[src/source/mm_pkg.sv]
// Matrix multiply slice definitions
package mm_pkg;

  // Element and array geometry
  localparam int ELEM_W  = 8;
  localparam int ARRAY_W = 4;
  localparam int ACC_W   = 24;

  // Job length field, K of zero is reserved
  localparam int K_W = 8;

  // Operand FIFO sizing
  localparam int FIFO_DEPTH = 4;
  localparam int FIFO_PTR_W = $clog2(FIFO_DEPTH);
  localparam int FIFO_CNT_W = $clog2(FIFO_DEPTH + 1);

  typedef logic signed [ELEM_W-1:0] elem_t;
  typedef elem_t [ARRAY_W-1:0] w_row_t;

  typedef logic signed [ACC_W-1:0] acc_t;
  typedef acc_t [ARRAY_W-1:0] z_row_t;

  typedef logic [K_W-1:0] k_len_t;

  // One operand beat as stored in the FIFO
  typedef struct packed {
    logic   last;
    elem_t  x;
    w_row_t w;
  } beat_t;

  typedef enum logic {
    LOAD_IDLE,
    LOAD_RUN
  } load_state_e;

  typedef enum logic {
    MAC_ACC,
    MAC_HOLD
  } mac_state_e;

endpackage

[src/source/mm_mac_array.sv]
// Integer MAC array
`timescale 1ns/1ps

module mm_mac_array (
  input  logic           clk_i,
  input  logic           rst_n_i,
  input  logic           fifo_empty_i,
  input  mm_pkg::beat_t  pop_data_i,
  output logic           pop_o,
  input  logic           load_active_i,
  output mm_pkg::z_row_t z_o,
  output logic           z_valid_o,
  input  logic           z_ready_i,
  output logic           busy_o
);

  import mm_pkg::*;

  mac_state_e state_q;
  z_row_t     acc_q;
  z_row_t     sum_d;
  z_row_t     z_q;
  logic       part_q;

  // Consume a beat whenever no finished row is waiting
  assign pop_o = (state_q == MAC_ACC) && !fifo_empty_i;

  // One product per lane, sign extended before the add
  always_comb begin
    for (int j = 0; j < ARRAY_W; j++) begin
      sum_d[j] = acc_q[j] + acc_t'(pop_data_i.x) * acc_t'(pop_data_i.w[j]);
    end
  end

  always_ff @(posedge clk_i) begin
    if (!rst_n_i) begin
      state_q <= MAC_ACC;
      acc_q   <= '0;
      part_q  <= 1'b0;
    end else begin
      case (state_q)
        MAC_ACC: begin
          if (pop_o) begin
            if (pop_data_i.last) begin
              // Row complete, clear for the next job
              acc_q   <= '0;
              part_q  <= 1'b0;
              state_q <= MAC_HOLD;
            end else begin
              acc_q  <= sum_d;
              part_q <= 1'b1;
            end
          end
        end
        MAC_HOLD: begin
          if (z_ready_i) begin
            state_q <= MAC_ACC;
          end
        end
        default: begin
          state_q <= MAC_ACC;
        end
      endcase
    end
  end

  // Result register, stable while parked in hold
  always_ff @(posedge clk_i) begin
    if (pop_o && pop_data_i.last) begin
      z_q <= sum_d;
    end
  end

  assign z_o       = z_q;
  assign z_valid_o = (state_q == MAC_HOLD);

  // Any work in flight anywhere in the slice
  assign busy_o = load_active_i
               || !fifo_empty_i
               || part_q
               || (state_q == MAC_HOLD);

endmodule

[src/source/mm_operand_fifo.sv]
// Operand beat FIFO
`timescale 1ns/1ps

module mm_operand_fifo (
  input  logic           clk_i,
  input  logic           rst_n_i,
  input  logic           push_i,
  input  mm_pkg::beat_t  push_data_i,
  output logic           full_o,
  input  logic           pop_i,
  output mm_pkg::beat_t  pop_data_o,
  output logic           empty_o
);

  import mm_pkg::*;

  beat_t                 mem_q [FIFO_DEPTH];
  logic [FIFO_PTR_W-1:0] wr_ptr_q;
  logic [FIFO_PTR_W-1:0] rd_ptr_q;
  logic [FIFO_CNT_W-1:0] count_q;
  logic                  do_push;
  logic                  do_pop;

  assign full_o  = (count_q == FIFO_CNT_W'(FIFO_DEPTH));
  assign empty_o = (count_q == '0);

  assign do_push = push_i && !full_o;
  assign do_pop  = pop_i && !empty_o;

  // Head of the queue is always visible
  assign pop_data_o = mem_q[rd_ptr_q];

  always_ff @(posedge clk_i) begin
    if (do_push) begin
      mem_q[wr_ptr_q] <= push_data_i;
    end
  end

  always_ff @(posedge clk_i) begin
    if (!rst_n_i) begin
      wr_ptr_q <= '0;
      rd_ptr_q <= '0;
      count_q  <= '0;
    end else begin
      if (do_push) begin
        wr_ptr_q <= (wr_ptr_q == FIFO_PTR_W'(FIFO_DEPTH - 1)) ? '0 : wr_ptr_q + 1'b1;
      end
      if (do_pop) begin
        rd_ptr_q <= (rd_ptr_q == FIFO_PTR_W'(FIFO_DEPTH - 1)) ? '0 : rd_ptr_q + 1'b1;
      end
      // Occupancy holds when both sides move together
      case ({do_push, do_pop})
        2'b10:   count_q <= count_q + 1'b1;
        2'b01:   count_q <= count_q - 1'b1;
        default: count_q <= count_q;
      endcase
    end
  end

endmodule

[src/source/mm_operand_loader.sv]
// Operand loader
`timescale 1ns/1ps

module mm_operand_loader (
  input  logic            clk_i,
  input  logic            rst_n_i,
  input  logic            start_i,
  input  mm_pkg::k_len_t  k_len_i,
  input  mm_pkg::elem_t   x_i,
  input  mm_pkg::w_row_t  w_i,
  input  logic            in_valid_i,
  output logic            in_ready_o,
  input  logic            fifo_full_i,
  output logic            push_o,
  output mm_pkg::beat_t   push_data_o,
  output logic            active_o
);

  import mm_pkg::*;

  load_state_e state_q;
  k_len_t      remain_q;
  logic        beat_fire;
  logic        last_beat;

  // Beats flow only while a job is open and the FIFO has room
  assign in_ready_o = (state_q == LOAD_RUN) && !fifo_full_i;
  assign beat_fire  = in_valid_i && in_ready_o;
  assign last_beat  = (remain_q == k_len_t'(1));

  // Accepted beats go straight into the FIFO
  assign push_o           = beat_fire;
  assign push_data_o.last = last_beat;
  assign push_data_o.x    = x_i;
  assign push_data_o.w    = w_i;

  assign active_o = (state_q == LOAD_RUN);

  always_ff @(posedge clk_i) begin
    if (!rst_n_i) begin
      state_q  <= LOAD_IDLE;
      remain_q <= '0;
    end else begin
      case (state_q)
        LOAD_IDLE: begin
          // Start is only honoured between jobs
          if (start_i) begin
            state_q  <= LOAD_RUN;
            remain_q <= k_len_i;
          end
        end
        LOAD_RUN: begin
          if (beat_fire) begin
            remain_q <= remain_q - k_len_t'(1);
            if (last_beat) begin
              state_q <= LOAD_IDLE;
            end
          end
        end
        default: begin
          state_q <= LOAD_IDLE;
        end
      endcase
    end
  end

endmodule

[src/source/mm_top.sv]
// Matrix multiply slice top level
`timescale 1ns/1ps

module mm_top (
  input  logic            clk_i,
  input  logic            rst_n_i,
  input  logic            start_i,
  input  mm_pkg::k_len_t  k_len_i,
  input  mm_pkg::elem_t   x_i,
  input  mm_pkg::w_row_t  w_i,
  input  logic            in_valid_i,
  output logic            in_ready_o,
  output mm_pkg::z_row_t  z_o,
  output logic            z_valid_o,
  input  logic            z_ready_i,
  output logic            busy_o
);

  import mm_pkg::*;

  logic  push;
  logic  pop;
  logic  fifo_full;
  logic  fifo_empty;
  logic  load_active;
  beat_t push_data;
  beat_t pop_data;

  // Producer side
  mm_operand_loader i_loader (
    .clk_i       ( clk_i       ),
    .rst_n_i     ( rst_n_i     ),
    .start_i     ( start_i     ),
    .k_len_i     ( k_len_i     ),
    .x_i         ( x_i         ),
    .w_i         ( w_i         ),
    .in_valid_i  ( in_valid_i  ),
    .in_ready_o  ( in_ready_o  ),
    .fifo_full_i ( fifo_full   ),
    .push_o      ( push        ),
    .push_data_o ( push_data   ),
    .active_o    ( load_active )
  );

  mm_operand_fifo i_fifo (
    .clk_i       ( clk_i      ),
    .rst_n_i     ( rst_n_i    ),
    .push_i      ( push       ),
    .push_data_i ( push_data  ),
    .full_o      ( fifo_full  ),
    .pop_i       ( pop        ),
    .pop_data_o  ( pop_data   ),
    .empty_o     ( fifo_empty )
  );

  // Consumer side
  mm_mac_array i_mac_array (
    .clk_i         ( clk_i       ),
    .rst_n_i       ( rst_n_i     ),
    .fifo_empty_i  ( fifo_empty  ),
    .pop_data_i    ( pop_data    ),
    .pop_o         ( pop         ),
    .load_active_i ( load_active ),
    .z_o           ( z_o         ),
    .z_valid_o     ( z_valid_o   ),
    .z_ready_i     ( z_ready_i   ),
    .busy_o        ( busy_o      )
  );

endmodule

[config.mk]
export PLATFORM = sky130hd
export DESIGN_NAME = mm_top
export DESIGN_NICKNAME = d
export VERILOG_FILES = /design/src/source/mm_pkg.sv /design/src/source/mm_mac_array.sv /design/src/source/mm_operand_fifo.sv /design/src/source/mm_operand_loader.sv /design/src/source/mm_top.sv
export SDC_FILE = /design/constraint.sdc
export NUM_CORES = 1
export LEC_CHECK = 0
export ABC_CLOCK_PERIOD_IN_PS = 7100
export BUFFER_PORTS_ARGS = -buffer_cell sky130_fd_sc_hd__buf_2
export CORE_MARGIN = 1.5
export CORE_UTILIZATION = 30
export DETAILED_ROUTE_END_ITERATION = 16
export PLACE_DENSITY = 0.45
export RECOVER_POWER = 25
export REMOVE_ABC_BUFFERS = 1
export SLEW_MARGIN = 10
export SYNTH_ARGS = -nofsm -noshare
export SYNTH_HDL_FRONTEND = slang
export SYNTH_SLANG_ARGS = --single-unit
[constraint.sdc]
create_clock -name clk_i -period 7.1 [get_ports clk_i]
set_input_delay 1.775 -clock clk_i [delete_from_list [all_inputs] [get_ports clk_i]]
set_output_delay 1.775 -clock clk_i [all_outputs]
set_load 0.05 [all_outputs]
==> flow_summary.json <==
{
  "setup_viol": 0,
  "yosysTopAreaCell": "edfxtp_1",
  "die-area_sq_um": 93300,
  "htreeDepth": 2,
  "grt_use_total_pct": 15.9,
  "avgSynthCellArea_sq_um": 10.6,
  "syn_area_sq_um": 27400,
  "cp-start-kind": "register",
  "outcome": "finished with violations",
  "ys_warn_count": 0,
  "clock_sinks": 376,
  "synth-seq-cells": 376,
  "clock_latency_ns": 0.60,
  "initial_core_util_pct": 30.4,
  "syn_inst": 2595,
  "viasPerCell": 4.62,
  "fin_crit_sh_pct": 98.4,
  "drv_slew": 35,
  "relSlewSlack_pct": -4.03,
  "holdCritPathClass": "reg -> reg",
  "die_x_microns": 305,
  "fin_skew_ns": 0.0335,
  "grt_pass1_wl_microns": 117000,
  "num_rows": 110,
  "drive_gt1_share_pct": 27.8,
  "yosysUniqueCellTypes": 71,
  "drc_errors": 0,
  "antenna_found_initial": 2,
  "async_flop_share_pct": 0,
  "final_core_util_pct": 39.2,
  "max_freq_mhz": 143,
  "synth_edf_count": 260,
  "period_needed_ns": 6.99,
  "worstSetupEndpointType": "register",
  "wirelength_microns": 74800,
  "maxCapViolations": 1,
  "grt_pass1_vias": 21100,
  "fin_area_sq_um": 35400,
  "worst_hold_slack_ns": 0.471,
  "placed_area_sq_um": 31800,
  "critPathKind": "reg -> reg",
  "nFillCells": 8927,
  "setup-tns-final_ns": 0,
  "cts_hold_buffers": 0,
  "synth_top_area_share_pct": 28.5,
  "path_max_fanout": 7,
  "layout.nets": 3612,
  "worst_pin_slew_ns": 1.56,
  "synth.most_common_cell": "inv_1",
  "yosysSeqAreaShare_pct": 36.9,
  "wl_per_cell_microns": 17.3,
  "critical_path_required_ns": 7.63,
  "numCtsBuffers": 45,
  "pin_count": 152,
  "area_growth_pct": 29.1,
  "synth_area_leaders": "edfxtp_1, fa_1, ha_1, dfxtp_1, inv_1",
  "hold_viol_final": 0,
  "cts_root_buf": "clkbuf_16",
  "grt_max_degree": 48,
  "worstPathArrival_ns": 7.52,
  "chipHeight_microns": 305,
  "ant_nets": 0,
  "rsz0062_at_grt": "yes",
  "drt_iter0_drc": 849,
  "via_count": 20000,
  "port_buffers": 151,
  "cp_slowest_cell": "fa_1",
  "dpl.hpwl_microns": 56200,
  "drt-pass1-iter-count": 5,
  "ys_top_cells_by_count": "inv_1, nor2_1, edfxtp_1",
  "violations": "capacitance limit, slew limit",
  "grt_overflow": 0,
  "max_stage_delay_ns": 0.53,
  "cts_max_path_buffers": 3,
  "cts.clk_slew.worst_paths_ns": 0.06,
  "coreArea_sq_um": 90300,
  "cts_tree": "built",
  "place_congestion": 0.862,
  "cpMostUsedCell": "fa_1",
  "ys.flop_type": "edfxtp_1"
}
==> timing repair <==
action,in CTS,in global routing
buffers inserted,57,36
gates resized for setup,157,179
gates cloned,0,0
pin swaps,91,121
endpoints found under the setup margin,31,62
==> logic make-up (layout without fill, tap and decap cells) <==
group                    Yosys count  count (layout)  synth area share, %
buffers and inverters            457            1009                 6.29
AO/OA/AOI/OAI                    471             471                 11.9
flip-flops                       376             376                 36.9
AND/OR/NAND/NOR                  620             620                 10.2
multiplexers                      72              72                 3.26
adder cells (fa/ha/maj)          449             449                 26.6
other                              0               1                    0
XOR/XNOR                         150             150                 4.84
==> final timing paths <==
path	start	end	slack, ns	cells after the start
hold / removal	i_mac_array.acc_q[24]$_SDFFE_PN0P_	i_mac_array.acc_q[24]$_SDFFE_PN0P_	0.47	2
hold reg to reg	i_mac_array.acc_q[24]$_SDFFE_PN0P_	i_mac_array.acc_q[24]$_SDFFE_PN0P_	0.47	2
setup / recovery	register	i_mac_array.acc_q[95]$_SDFFE_PN0P_	0.11	32
setup reg to reg	register	i_mac_array.acc_q[95]$_SDFFE_PN0P_	0.11	32
==> per-stage QoR <==
step	cells	worst slack (ns)
2_1_floorplan	2520	-2.44
3_3_place_gp	4152	-0.255
3_5_place_dp	4152	-0.329
4_1_cts	4291	-0.0795
5_1_grt	4323	-0.165
6_report	4324	0.112
==> layer usage <==
| layer | global-route usage (%) | up-vias | share of wire (%) |
|---|---|---|---|
| li1 | - | 9825 | - |
| met1 | 21.4 | 9749 | 47 |
| met2 | 26.6 | 317 | 47 |
| met3 | 2.38 | 104 | 3.5 |
| met4 | 4.56 | 0 | 2.6 |
| met5 | 0 | - | 0 |
==> worst max-delay path: cells and delay by family, from the launching register on <==
family	cells	cell delay [ns]
adder cells (fa/ha/maj)	6	2.43
AO/OA/AOI/OAI	9	1.61
buffers and inverters	9	0.99
AND/OR/NAND/NOR	5	0.85
flip-flops	1	0.38
XOR/XNOR	2	0.35
multiplexers	1	0.30
==> cell type report <==
type	count	area, sq um	area share, %
diodes	1	2.50	0.00706
repair buffers	543	4090	11.5
clock buffers	50	1180	3.32
flip-flops and latches	376	10100	28.6
well taps	1176	1470	4.15
inverters	382	1430	4.05
clock inverters	34	302	0.851
multi-input cells	1762	16800	47.5
==> placed cells by master, fill, tap and decap left out, types with 22 or more instances in the layout <==
cell type / count
a22oi_1: 50
inv_2: 28
clkbuf_1: 45
edfxtp_1: 260
a21o_1: 44
xnor2_1: 100
a21oi_1: 70
ha_4: 29
buf_2: 110
o21ai_2: 27
nand2_1: 135
a22o_1: 32
mux2_2: 24
buf_6: 39
and2_1: 27
fa_1: 219
inv_1: 354
xor2_1: 32
buf_4: 325
ha_1: 185
a21oi_2: 29
clkbuf_16: 46
dfxtp_1: 114
nor3_1: 22
nor2_1: 251
mux2i_1: 28
nor2b_1: 65
o21ai_0: 37
nand3_1: 30
==> registers in the layout, indices dropped and copies added, names as in the netlist, named ones only <==
register and flops:
i_fifo.mem_q 164, i_loader.remain_q 8, i_fifo.rd_ptr_q 2, i_loader.active_o 1, i_mac_array.part_q 1, i_mac_array.acc_q 96, i_fifo.count_q 3, i_fifo.wr_ptr_q 2
i_mac_array.z_o 96, i_mac_array.z_valid_o 1
Power is not shown: default switching activity piles up to over one toggle a cycle in this logic, so the estimate is an artifact.
